## src/videoPkg.sv

```systemverilog
/*
 * Shared video definitions for the display front end.
 * Holds the pixel type, the picture pattern codes and the pattern rule.
 * The pattern source and the testbench model both call patternPixel,
 * so the picture content is defined once.
 */
package videoPkg;

    // 24 bit pixel, red in the top byte
    typedef struct packed {
        logic [7:0] red;
        logic [7:0] green;
        logic [7:0] blue;
    } rgbT;

    typedef enum logic [1:0] {
        patGradient = 2'd0,
        patBars     = 2'd1,
        patChecker  = 2'd2,
        patSolid    = 2'd3
    } patternT;

    //------------------------------------------------------------
    // Pixel value at (x, y) of the active area
    //------------------------------------------------------------
    function automatic rgbT patternPixel(patternT pattern, int x, int y, int hDisplay);
        rgbT px;
        int  bar;
        px  = '0;
        bar = (x * 8) / hDisplay;
        case (pattern)
            patGradient: begin
                px.red   = x[7:0];
                px.green = y[7:0];
                px.blue  = x[7:0] ^ y[7:0];
            end
            patBars: begin
                // Eight bars, colour bits taken from the bar index
                px.red   = bar[2] ? 8'hFF : 8'h00;
                px.green = bar[1] ? 8'hFF : 8'h00;
                px.blue  = bar[0] ? 8'hFF : 8'h00;
            end
            patChecker: begin
                px = (x[2] ^ y[2]) ? rgbT'(24'hFFFFFF) : rgbT'(24'h000000);
            end
            default: begin
                px = rgbT'(24'h808080);
            end
        endcase
        return px;
    endfunction

endpackage
```

## src/videoPreProcessor.sv

```systemverilog
/*
 * Top level of the display front end.
 * Sets the video geometry and wires pattern source, pixel FIFO and
 * display timing. Keep pClkDiv at 4 or more, since one req/ack
 * transfer takes four clocks and the source must keep pace.
 */
`timescale 1ns/1ns

module videoPreProcessor import videoPkg::*; #(
    parameter int hDisplay  = 640,
    parameter int hBack     = 48,
    parameter int hFront    = 16,
    parameter int hSync     = 96,
    parameter int vDisplay  = 480,
    parameter int vTop      = 31,
    parameter int vBottom   = 11,
    parameter int vSync     = 2,
    parameter int pClkDiv   = 4,
    parameter int fifoDepth = 16
)(
    input  logic       iClk,
    input  logic       arstN,
    input  patternT    pattern,
    output logic       vde,
    output logic       fe,
    output logic       fvde,
    output logic       hsync,
    output logic       vsync,
    output logic [7:0] red,
    output logic [7:0] green,
    output logic [7:0] blue,
    output logic       underflow
);

    // Producer to buffer handshake
    logic req;
    logic ack;
    rgbT  pixData;

    // Buffer to consumer
    logic empty;
    logic pop;
    rgbT  head;

    patternSource #(
        .hDisplay (hDisplay),
        .vDisplay (vDisplay)
    ) PSRC (
        .iClk     (iClk),
        .arstN    (arstN),
        .pattern  (pattern),
        .req      (req),
        .data     (pixData),
        .ack      (ack)
    );

    pixelFifo #(
        .payloadT  (rgbT),
        .fifoDepth (fifoDepth)
    ) FIFO (
        .iClk      (iClk),
        .arstN     (arstN),
        .req       (req),
        .data      (pixData),
        .ack       (ack),
        .empty     (empty),
        .head      (head),
        .pop       (pop)
    );

    displayTiming #(
        .hDisplay  (hDisplay),
        .hBack     (hBack),
        .hFront    (hFront),
        .hSync     (hSync),
        .vDisplay  (vDisplay),
        .vTop      (vTop),
        .vBottom   (vBottom),
        .vSync     (vSync),
        .pClkDiv   (pClkDiv)
    ) DTB (
        .iClk      (iClk),
        .arstN     (arstN),
        .empty     (empty),
        .head      (head),
        .pop       (pop),
        .vde       (vde),
        .fe        (fe),
        .fvde      (fvde),
        .hsync     (hsync),
        .vsync     (vsync),
        .red       (red),
        .green     (green),
        .blue      (blue),
        .underflow (underflow)
    );

endmodule

```

## src/displayTiming.sv

```systemverilog
/*
 * Display timing generator and pixel consumer.
 * A divider makes a pixel strobe every pClkDiv clocks. The h/v counters
 * decode sync, vde, fe and fvde, all registered on the strobe. Each
 * active strobe takes the FIFO head onto red/green/blue and pops it.
 * An empty FIFO at that point gives black and a sticky underflow.
 */
`timescale 1ns/1ns

module displayTiming import videoPkg::*; #(
    parameter int hDisplay = 640,
    parameter int hBack    = 48,
    parameter int hFront   = 16,
    parameter int hSync    = 96,
    parameter int vDisplay = 480,
    parameter int vTop     = 31,
    parameter int vBottom  = 11,
    parameter int vSync    = 2,
    parameter int pClkDiv  = 4
)(
    input  logic       iClk,
    input  logic       arstN,
    input  logic       empty,
    input  rgbT        head,
    output logic       pop,
    output logic       vde,
    output logic       fe,
    output logic       fvde,
    output logic       hsync,
    output logic       vsync,
    output logic [7:0] red,
    output logic [7:0] green,
    output logic [7:0] blue,
    output logic       underflow
);

    localparam int hTotal     = hDisplay + hFront + hSync + hBack;
    localparam int vTotal     = vDisplay + vBottom + vSync + vTop;
    localparam int hSyncStart = hDisplay + hFront;
    localparam int vSyncStart = vDisplay + vBottom;
    localparam int hW         = $clog2(hTotal);
    localparam int vW         = $clog2(vTotal);
    localparam int divW       = (pClkDiv > 1) ? $clog2(pClkDiv) : 1;

    logic [divW-1:0] divCnt;
    logic            strobe;
    logic [hW-1:0]   hCnt;
    logic [vW-1:0]   vCnt;
    logic            active;
    logic            lastPixel;
    logic            hsyncNext;
    logic            vsyncNext;

    //------------------------------------------------------------
    // Pixel strobe
    //------------------------------------------------------------
    assign strobe = (divCnt == divW'(pClkDiv - 1));

    always_ff @(posedge iClk or negedge arstN) begin
        if (!arstN) begin
            divCnt <= '0;
        end else begin
            divCnt <= strobe ? '0 : divCnt + 1'b1;
        end
    end

    // Decode of the current counter position
    assign active    = (hCnt < hDisplay) && (vCnt < vDisplay);
    assign lastPixel = (hCnt == hW'(hDisplay - 1)) && (vCnt == vW'(vDisplay - 1));
    assign hsyncNext = (hCnt >= hSyncStart) && (hCnt < hSyncStart + hSync);
    assign vsyncNext = (vCnt >= vSyncStart) && (vCnt < vSyncStart + vSync);

    //------------------------------------------------------------
    // Counters and registered outputs
    //------------------------------------------------------------
    always_ff @(posedge iClk or negedge arstN) begin
        if (!arstN) begin
            hCnt      <= '0;
            vCnt      <= '0;
            vde       <= 1'b0;
            fe        <= 1'b0;
            fvde      <= 1'b0;
            hsync     <= 1'b0;
            vsync     <= 1'b0;
            pop       <= 1'b0;
            red       <= '0;
            green     <= '0;
            blue      <= '0;
            underflow <= 1'b0;
        end else begin
            // Pop lasts one clock, right after the strobe that took head
            pop <= 1'b0;
            if (strobe) begin
                if (hCnt == hW'(hTotal - 1)) begin
                    hCnt <= '0;
                    vCnt <= (vCnt == vW'(vTotal - 1)) ? '0 : vCnt + 1'b1;
                end else begin
                    hCnt <= hCnt + 1'b1;
                end
                vde   <= active;
                fe    <= active && lastPixel;
                fvde  <= active && (vCnt == '0);
                hsync <= hsyncNext;
                vsync <= vsyncNext;
                if (active && !empty) begin
                    red   <= head.red;
                    green <= head.green;
                    blue  <= head.blue;
                    pop   <= 1'b1;
                end else begin
                    red   <= '0;
                    green <= '0;
                    blue  <= '0;
                    if (active) begin
                        underflow <= 1'b1;
                    end
                end
            end
        end
    end

endmodule

```

## src/pixelFifo.sv

```systemverilog
/*
 * Pixel buffer between the pattern source and the display timing.
 * Write side is a four-phase req/ack slave that withholds ack while
 * full. Read side is show-ahead: head shows the oldest word and pop
 * drops it.
 */
`timescale 1ns/1ns

module pixelFifo #(
    parameter type payloadT  = logic [23:0],
    parameter int  fifoDepth = 16
)(
    input  logic    iClk,
    input  logic    arstN,
    input  logic    req,
    input  payloadT data,
    output logic    ack,
    output logic    empty,
    output payloadT head,
    input  logic    pop
);

    localparam int ptrW = (fifoDepth > 1) ? $clog2(fifoDepth) : 1;
    localparam int cntW = $clog2(fifoDepth + 1);

    payloadT         mem [fifoDepth];
    logic [ptrW-1:0] wrPtr;
    logic [ptrW-1:0] rdPtr;
    logic [cntW-1:0] count;
    logic            full;
    logic            wrEn;
    logic            rdEn;

    function automatic logic [ptrW-1:0] nextPtr(input logic [ptrW-1:0] ptr);
        return (ptr == ptrW'(fifoDepth - 1)) ? '0 : ptr + 1'b1;
    endfunction

    assign full  = (count == cntW'(fifoDepth));
    assign empty = (count == '0);
    // Only a fresh req is written, never the one already acked
    assign wrEn  = req && !ack && !full;
    assign rdEn  = pop && !empty;
    assign head  = mem[rdPtr];

    always_ff @(posedge iClk) begin
        if (wrEn) begin
            mem[wrPtr] <= data;
        end
    end

    //------------------------------------------------------------
    // Pointers, occupancy and ack
    //------------------------------------------------------------
    always_ff @(posedge iClk or negedge arstN) begin
        if (!arstN) begin
            wrPtr <= '0;
            rdPtr <= '0;
            count <= '0;
            ack   <= 1'b0;
        end else begin
            if (wrEn) begin
                wrPtr <= nextPtr(wrPtr);
                ack   <= 1'b1;
            end else if (!req) begin
                ack   <= 1'b0;
            end
            if (rdEn) begin
                rdPtr <= nextPtr(rdPtr);
            end
            case ({wrEn, rdEn})
                2'b10:   count <= count + 1'b1;
                2'b01:   count <= count - 1'b1;
                default: count <= count;
            endcase
        end
    end

endmodule

```

## src/patternSource.sv

```systemverilog
/*
 * Pattern source of the display front end.
 * Walks x and y over the active frame and offers one pixel per
 * four-phase req/ack transfer. The pattern is taken while reset is
 * held, so a new pattern needs a reset.
 */
`timescale 1ns/1ns

module patternSource import videoPkg::*; #(
    parameter int hDisplay = 640,
    parameter int vDisplay = 480
)(
    input  logic    iClk,
    input  logic    arstN,
    input  patternT pattern,
    output logic    req,
    output rgbT     data,
    input  logic    ack
);

    localparam int xW = (hDisplay > 1) ? $clog2(hDisplay) : 1;
    localparam int yW = (vDisplay > 1) ? $clog2(vDisplay) : 1;

    // Waiting for ack to fall, or holding req until ack rises
    typedef enum logic {
        sRelease = 1'b0,
        sOffer   = 1'b1
    } stateT;

    stateT           state;
    patternT         patternQ;
    logic [xW-1:0]   x;
    logic [yW-1:0]   y;
    logic            launch;

    // A new word goes out once the previous ack has dropped
    assign launch = (state == sRelease) && !ack;

    // Pattern select is captured only while reset is held
    always_ff @(posedge iClk) begin
        if (!arstN) begin
            patternQ <= pattern;
        end
    end

    //------------------------------------------------------------
    // Handshake FSM and position counters
    //------------------------------------------------------------
    always_ff @(posedge iClk or negedge arstN) begin
        if (!arstN) begin
            state <= sRelease;
            req   <= 1'b0;
            x     <= '0;
            y     <= '0;
        end else begin
            case (state)
                sRelease: begin
                    if (!ack) begin
                        req   <= 1'b1;
                        state <= sOffer;
                    end
                end
                sOffer: begin
                    if (ack) begin
                        req   <= 1'b0;
                        state <= sRelease;
                        // Next position, wrapping at the frame end
                        if (x == xW'(hDisplay - 1)) begin
                            x <= '0;
                            y <= (y == yW'(vDisplay - 1)) ? '0 : y + 1'b1;
                        end else begin
                            x <= x + 1'b1;
                        end
                    end
                end
                default: begin
                    state <= sRelease;
                end
            endcase
        end
    end

    // Payload is loaded with req and held until ack
    always_ff @(posedge iClk) begin
        if (launch) begin
            data <= patternPixel(patternQ, x, y, hDisplay);
        end
    end

endmodule

```

## config.mk

```make
export PLATFORM = sky130hd
export DESIGN_NAME = videoPreProcessor
export DESIGN_NICKNAME = d
export VERILOG_FILES = /design/src/videoPkg.sv /design/src/videoPreProcessor.sv /design/src/displayTiming.sv /design/src/pixelFifo.sv /design/src/patternSource.sv
export SDC_FILE = /design/constraint.sdc
export NUM_CORES = 1
export LEC_CHECK = 0
export BUFFER_PORTS_ARGS = -buffer_cell sky130_fd_sc_hd__buf_2
export CORE_UTILIZATION = 40
export DETAILED_ROUTE_END_ITERATION = 6
export GPL_TIMING_DRIVEN = 0
export PLACE_DENSITY = 0.52
export SLEW_MARGIN = 40
export SYNTH_ARGS = -nofsm -noshare
export SYNTH_HDL_FRONTEND = slang
export SYNTH_SLANG_ARGS = --single-unit
```

## constraint.sdc

```tcl
create_clock -name iClk -period 11.22 [get_ports iClk]
set_input_delay 0 -clock iClk [delete_from_list [all_inputs] [get_ports iClk]]
set_output_delay 0 -clock iClk [all_outputs]
set_load 0.03 [all_outputs]
```

==> results.sh <==
export IMPL_gr_usage_all_layers=0.191
export IMPL_vias_per_cell=5.54
export IMPL_initial_core_util=0.405
export IMPL_hold_start="pattern[1]"
export IMPL_core_area_sq_um=51200
export IMPL_syn_nets=1201
export IMPL_dp_hpwl_mm=29.4
export IMPL_combPwrFrac=0.008
export IMPL_max_slew_margin=0.439
export IMPL_fp_dieH_um=230
export IMPL_dp_cells=1892
export IMPL_area_growth_pct=15.0
export IMPL_drive_gt1_frac=0.229
export IMPL_wl_mm=48.9
export IMPL_ys_flop_type="edfxtp_1"
export IMPL_antennaDiodeCount=0
export IMPL_crit_buf_inv=3
export IMPL_netlist_cell_type_count=71
export IMPL_clk_path_buf_depth=3
export IMPL_max_freq_ghz=0.206
export IMPL_cts_hold_buf=5
export IMPL_synth_edff_count=410
export IMPL_htreeDepth=2
export IMPL_violations="design-rule violations"
export IMPL_numPortBuffers=33
export IMPL_ys_warn_count=0
export IMPL_hold_viol_final=0
export IMPL_die_w_um=230
export IMPL_syn_area_per_cell_sq_um=17.7
export IMPL_final_min_clock_period_ns=4.86
export IMPL_cts_sinks=498
export IMPL_crit_family="simple AND/OR/NAND/NOR gates"
export IMPL_post_cts_resize_count=0
export IMPL_path_clk_slew_ns=0.06
export IMPL_outcome="finished, violations left"
export IMPL_p_sw_uw=782
export IMPL_numCtsBuffers=54
export IMPL_clkPwrFrac=0.461
export IMPL_swShare=0.202
export IMPL_pin_count=34
export IMPL_ys_seq_elements=498
export IMPL_root_buffer="clkbuf_16"
export IMPL_final_cells=2000
export IMPL_ir_drop_mv=0.128
export IMPL_syn_cell_area_sq_um=20700
export IMPL_antenna_found_initial=0
export IMPL_worstPathCellList="clkbuf_1 > inv_1 > ha_1 > or4b_1 > buf_2 > or4_4 > nand3_2 > nor2_1 > a211oi_1 > a311oi_2 > nand4bb_1 > a2111oi_4 > o22ai_1"
export IMPL_cp_slowest_cell="a2111oi_4"
export IMPL_report_final_slew_viol_count=0
export IMPL_layout_common_cells="edfxtp_1, mux4_2, dfrtp_1, clkbuf_1, clkbuf_16"
export IMPL_finalSetupViolCount=0
export IMPL_worstMarginPinSlew_ns=0.841
export IMPL_drv_cap=0
export IMPL_tns_ns=0
export IMPL_grt_max_degree=52
export IMPL_gp_congestion=0.798
export IMPL_crit_required_ns=11.51
export IMPL_critPathKind="reg2reg"
export IMPL_cp_startpoint="PSRC.x[0]$_DFFE_PN0P_"
export IMPL_cp_start_kind="register"
export IMPL_worst_path_largest_cell_delay_ns=0.62
export IMPL_async_flop_share=0.177
export IMPL_seqPwrFrac=0.532
export IMPL_ys_seq_area_frac=0.700
export IMPL_overflow=0
export IMPL_path_max_fanout=8
export IMPL_p_leak_nw=8.25
export IMPL_final_setup_skew_ns=0.0295
export IMPL_clk_latency_ns=0.62
export IMPL_post_route_period_util=0.433
export IMPL_hold_class="in2reg"
export IMPL_critical_path_reg2reg_startpoint="PSRC.x[0]$_DFFE_PN0P_"
export IMPL_vias=11100
export IMPL_post_route_drc_count=1
export IMPL_ant_nets=0
export IMPL_fp_row_count=83
export IMPL_die_area_sq_um=52700
export IMPL_drt_pre_antenna_iters=7
export IMPL_power_density_nw_per_um2=163
export IMPL_nNetsFinal=1301
export IMPL_post_cts_buffers=0
export IMPL_drtIter0Drc=969
export IMPL_grt_pass1_wl_mm=73.8
export IMPL_post_dp_cell_area_sq_um=22000
export IMPL_wire_per_inst_um=24.4
export IMPL_syn_inst=1174
export IMPL_layout_commonest_cell="edfxtp_1"
export IMPL_cts_tree="done"
export IMPL_rsz0062_at_grt="no"
export IMPL_intPower_mw=3.09
export IMPL_arrival_ns=5.15
export IMPL_cp_end_kind="register"
export IMPL_finalInstanceArea_sq_um=23800
export IMPL_grt_pass1_vias=11300
-- layout make-up --
| class | instances | area, sq um |
|---|---|---|
| Clock buffer | 81 | 1480 |
| Multi-Input combinational cell | 584 | 5920 |
| Inverter | 26 | 97.6 |
| Clock inverter | 21 | 305 |
| Fill cell | 4365 | 27400 |
| Timing Repair Buffer | 44 | 364 |
| Sequential cell | 498 | 14500 |
| Buffer | 66 | 295 |
| Tap cell | 680 | 851 |
-- path summary, 6_finish.rpt --
path / cells past startpoint / to / slack, ns
worst min register to register: 1 / DTB.divCnt[0]$_DFF_PN0_ / 0.44
worst max-delay path: 13 / PSRC.data[6]$_DFFE_PP_ / 6.36
min in group asynchronous: 4 / DTB.green[4]$_DFFE_PN0P_ / 0.54
worst max register to register: 13 / PSRC.data[6]$_DFFE_PP_ / 6.36
max in group asynchronous: 4 / DTB.red[3]$_DFFE_PN0P_ / 10.38
worst min-delay path: 2 / PSRC.patternQ[1]$_DFFE_PN_ / 0.1
-- metal layers --
layer	GRT usage	up-vias	part of all wire
met2	0.306	240	0.48
li1	-	4925	-
met5	0	-	0
met1	0.273	5845	0.46
met4	0.0504	0	0.019
met3	0.0288	70	0.037
-- stage by stage --
step / power [mW] / hold slack (ns) / setup slack, ns / utilization
after global placement: 2.12 / 0.183 / 6.30 / 0.425
after floorplan: 2.10 / -0.296 / 7.23 / -
final: 3.88 / 0.0993 / 6.36 / 0.465
after detailed placement: 2.13 / -0.0869 / 6.39 / 0.429
after global routing: 3.98 / 0.0944 / 5.89 / 0.465
after CTS: 3.91 / 0.0661 / 6.36 / 0.465
-- kinds of logic (layout without fill, tap and decap cells) --
kind of cell    count (synthesis)  count (layout)  share of synthesized area
buf+inv                        92             238                     0.0175
simple gates                  221             221                     0.0581
fa+ha+maj                      23              23                     0.0142
compound gates                166             166                     0.0563
mux                           129             129                      0.134
xor+xnor                       45              45                     0.0190
flops                         498             498                      0.700
-- state kept, by name, indices dropped and copies added, names as in the netlist, 2 cells and up --
name	count
FIFO.rdPtr	4
DTB.vCnt	10
PSRC.patternQ	2
FIFO.wrPtr	4
DTB.blue	8
PSRC.x	10
DTB.green	8
PSRC.y	9
DTB.hCnt	10
DTB.divCnt	2
FIFO.count	5
PSRC.data	24
DTB.red	8
FIFO.mem	384
-- Yosys cell counts, drive strengths merged, types with 5 or more instances --
cell,n,share of area
a21oi,30,0.0072
or4,5,0.0020
o22ai,9,0.0027
a211oi,8,0.0029
dfrtp,88,0.11
clkbuf,46,0.0083
nor2,37,0.0067
a31oi,5,0.0015
and3,16,0.0051
a21o,13,0.0047
nand4,19,0.0057
o211ai,7,0.0025
mux2i,6,0.0029
edfxtp,410,0.59
ha,22,0.013
nor3,9,0.0022
o21ai,40,0.0097
inv,24,0.0043
nand2b,5,0.0015
or3,6,0.0018
xor2,20,0.0085
mux4,119,0.13
xnor2,25,0.011
nand3,18,0.0046
buf,20,0.0045
and2,20,0.0060
nand2,49,0.0089
nor4,9,0.0030
a22o,25,0.011
nor2b,6,0.0018
-- power groups by stage --
stage          Combinational [mW]  Clock [mW]  Sequential (mW)
6_report                   0.0298        1.79             2.06
2_1_floorplan              0.0120           0             2.08
4_1_cts                    0.0309        1.82             2.06
3_5_place_dp               0.0278           0             2.10
5_1_grt                    0.0337        1.88             2.07
3_3_place_gp               0.0260           0             2.10
(Power assumes the default switching activity.)
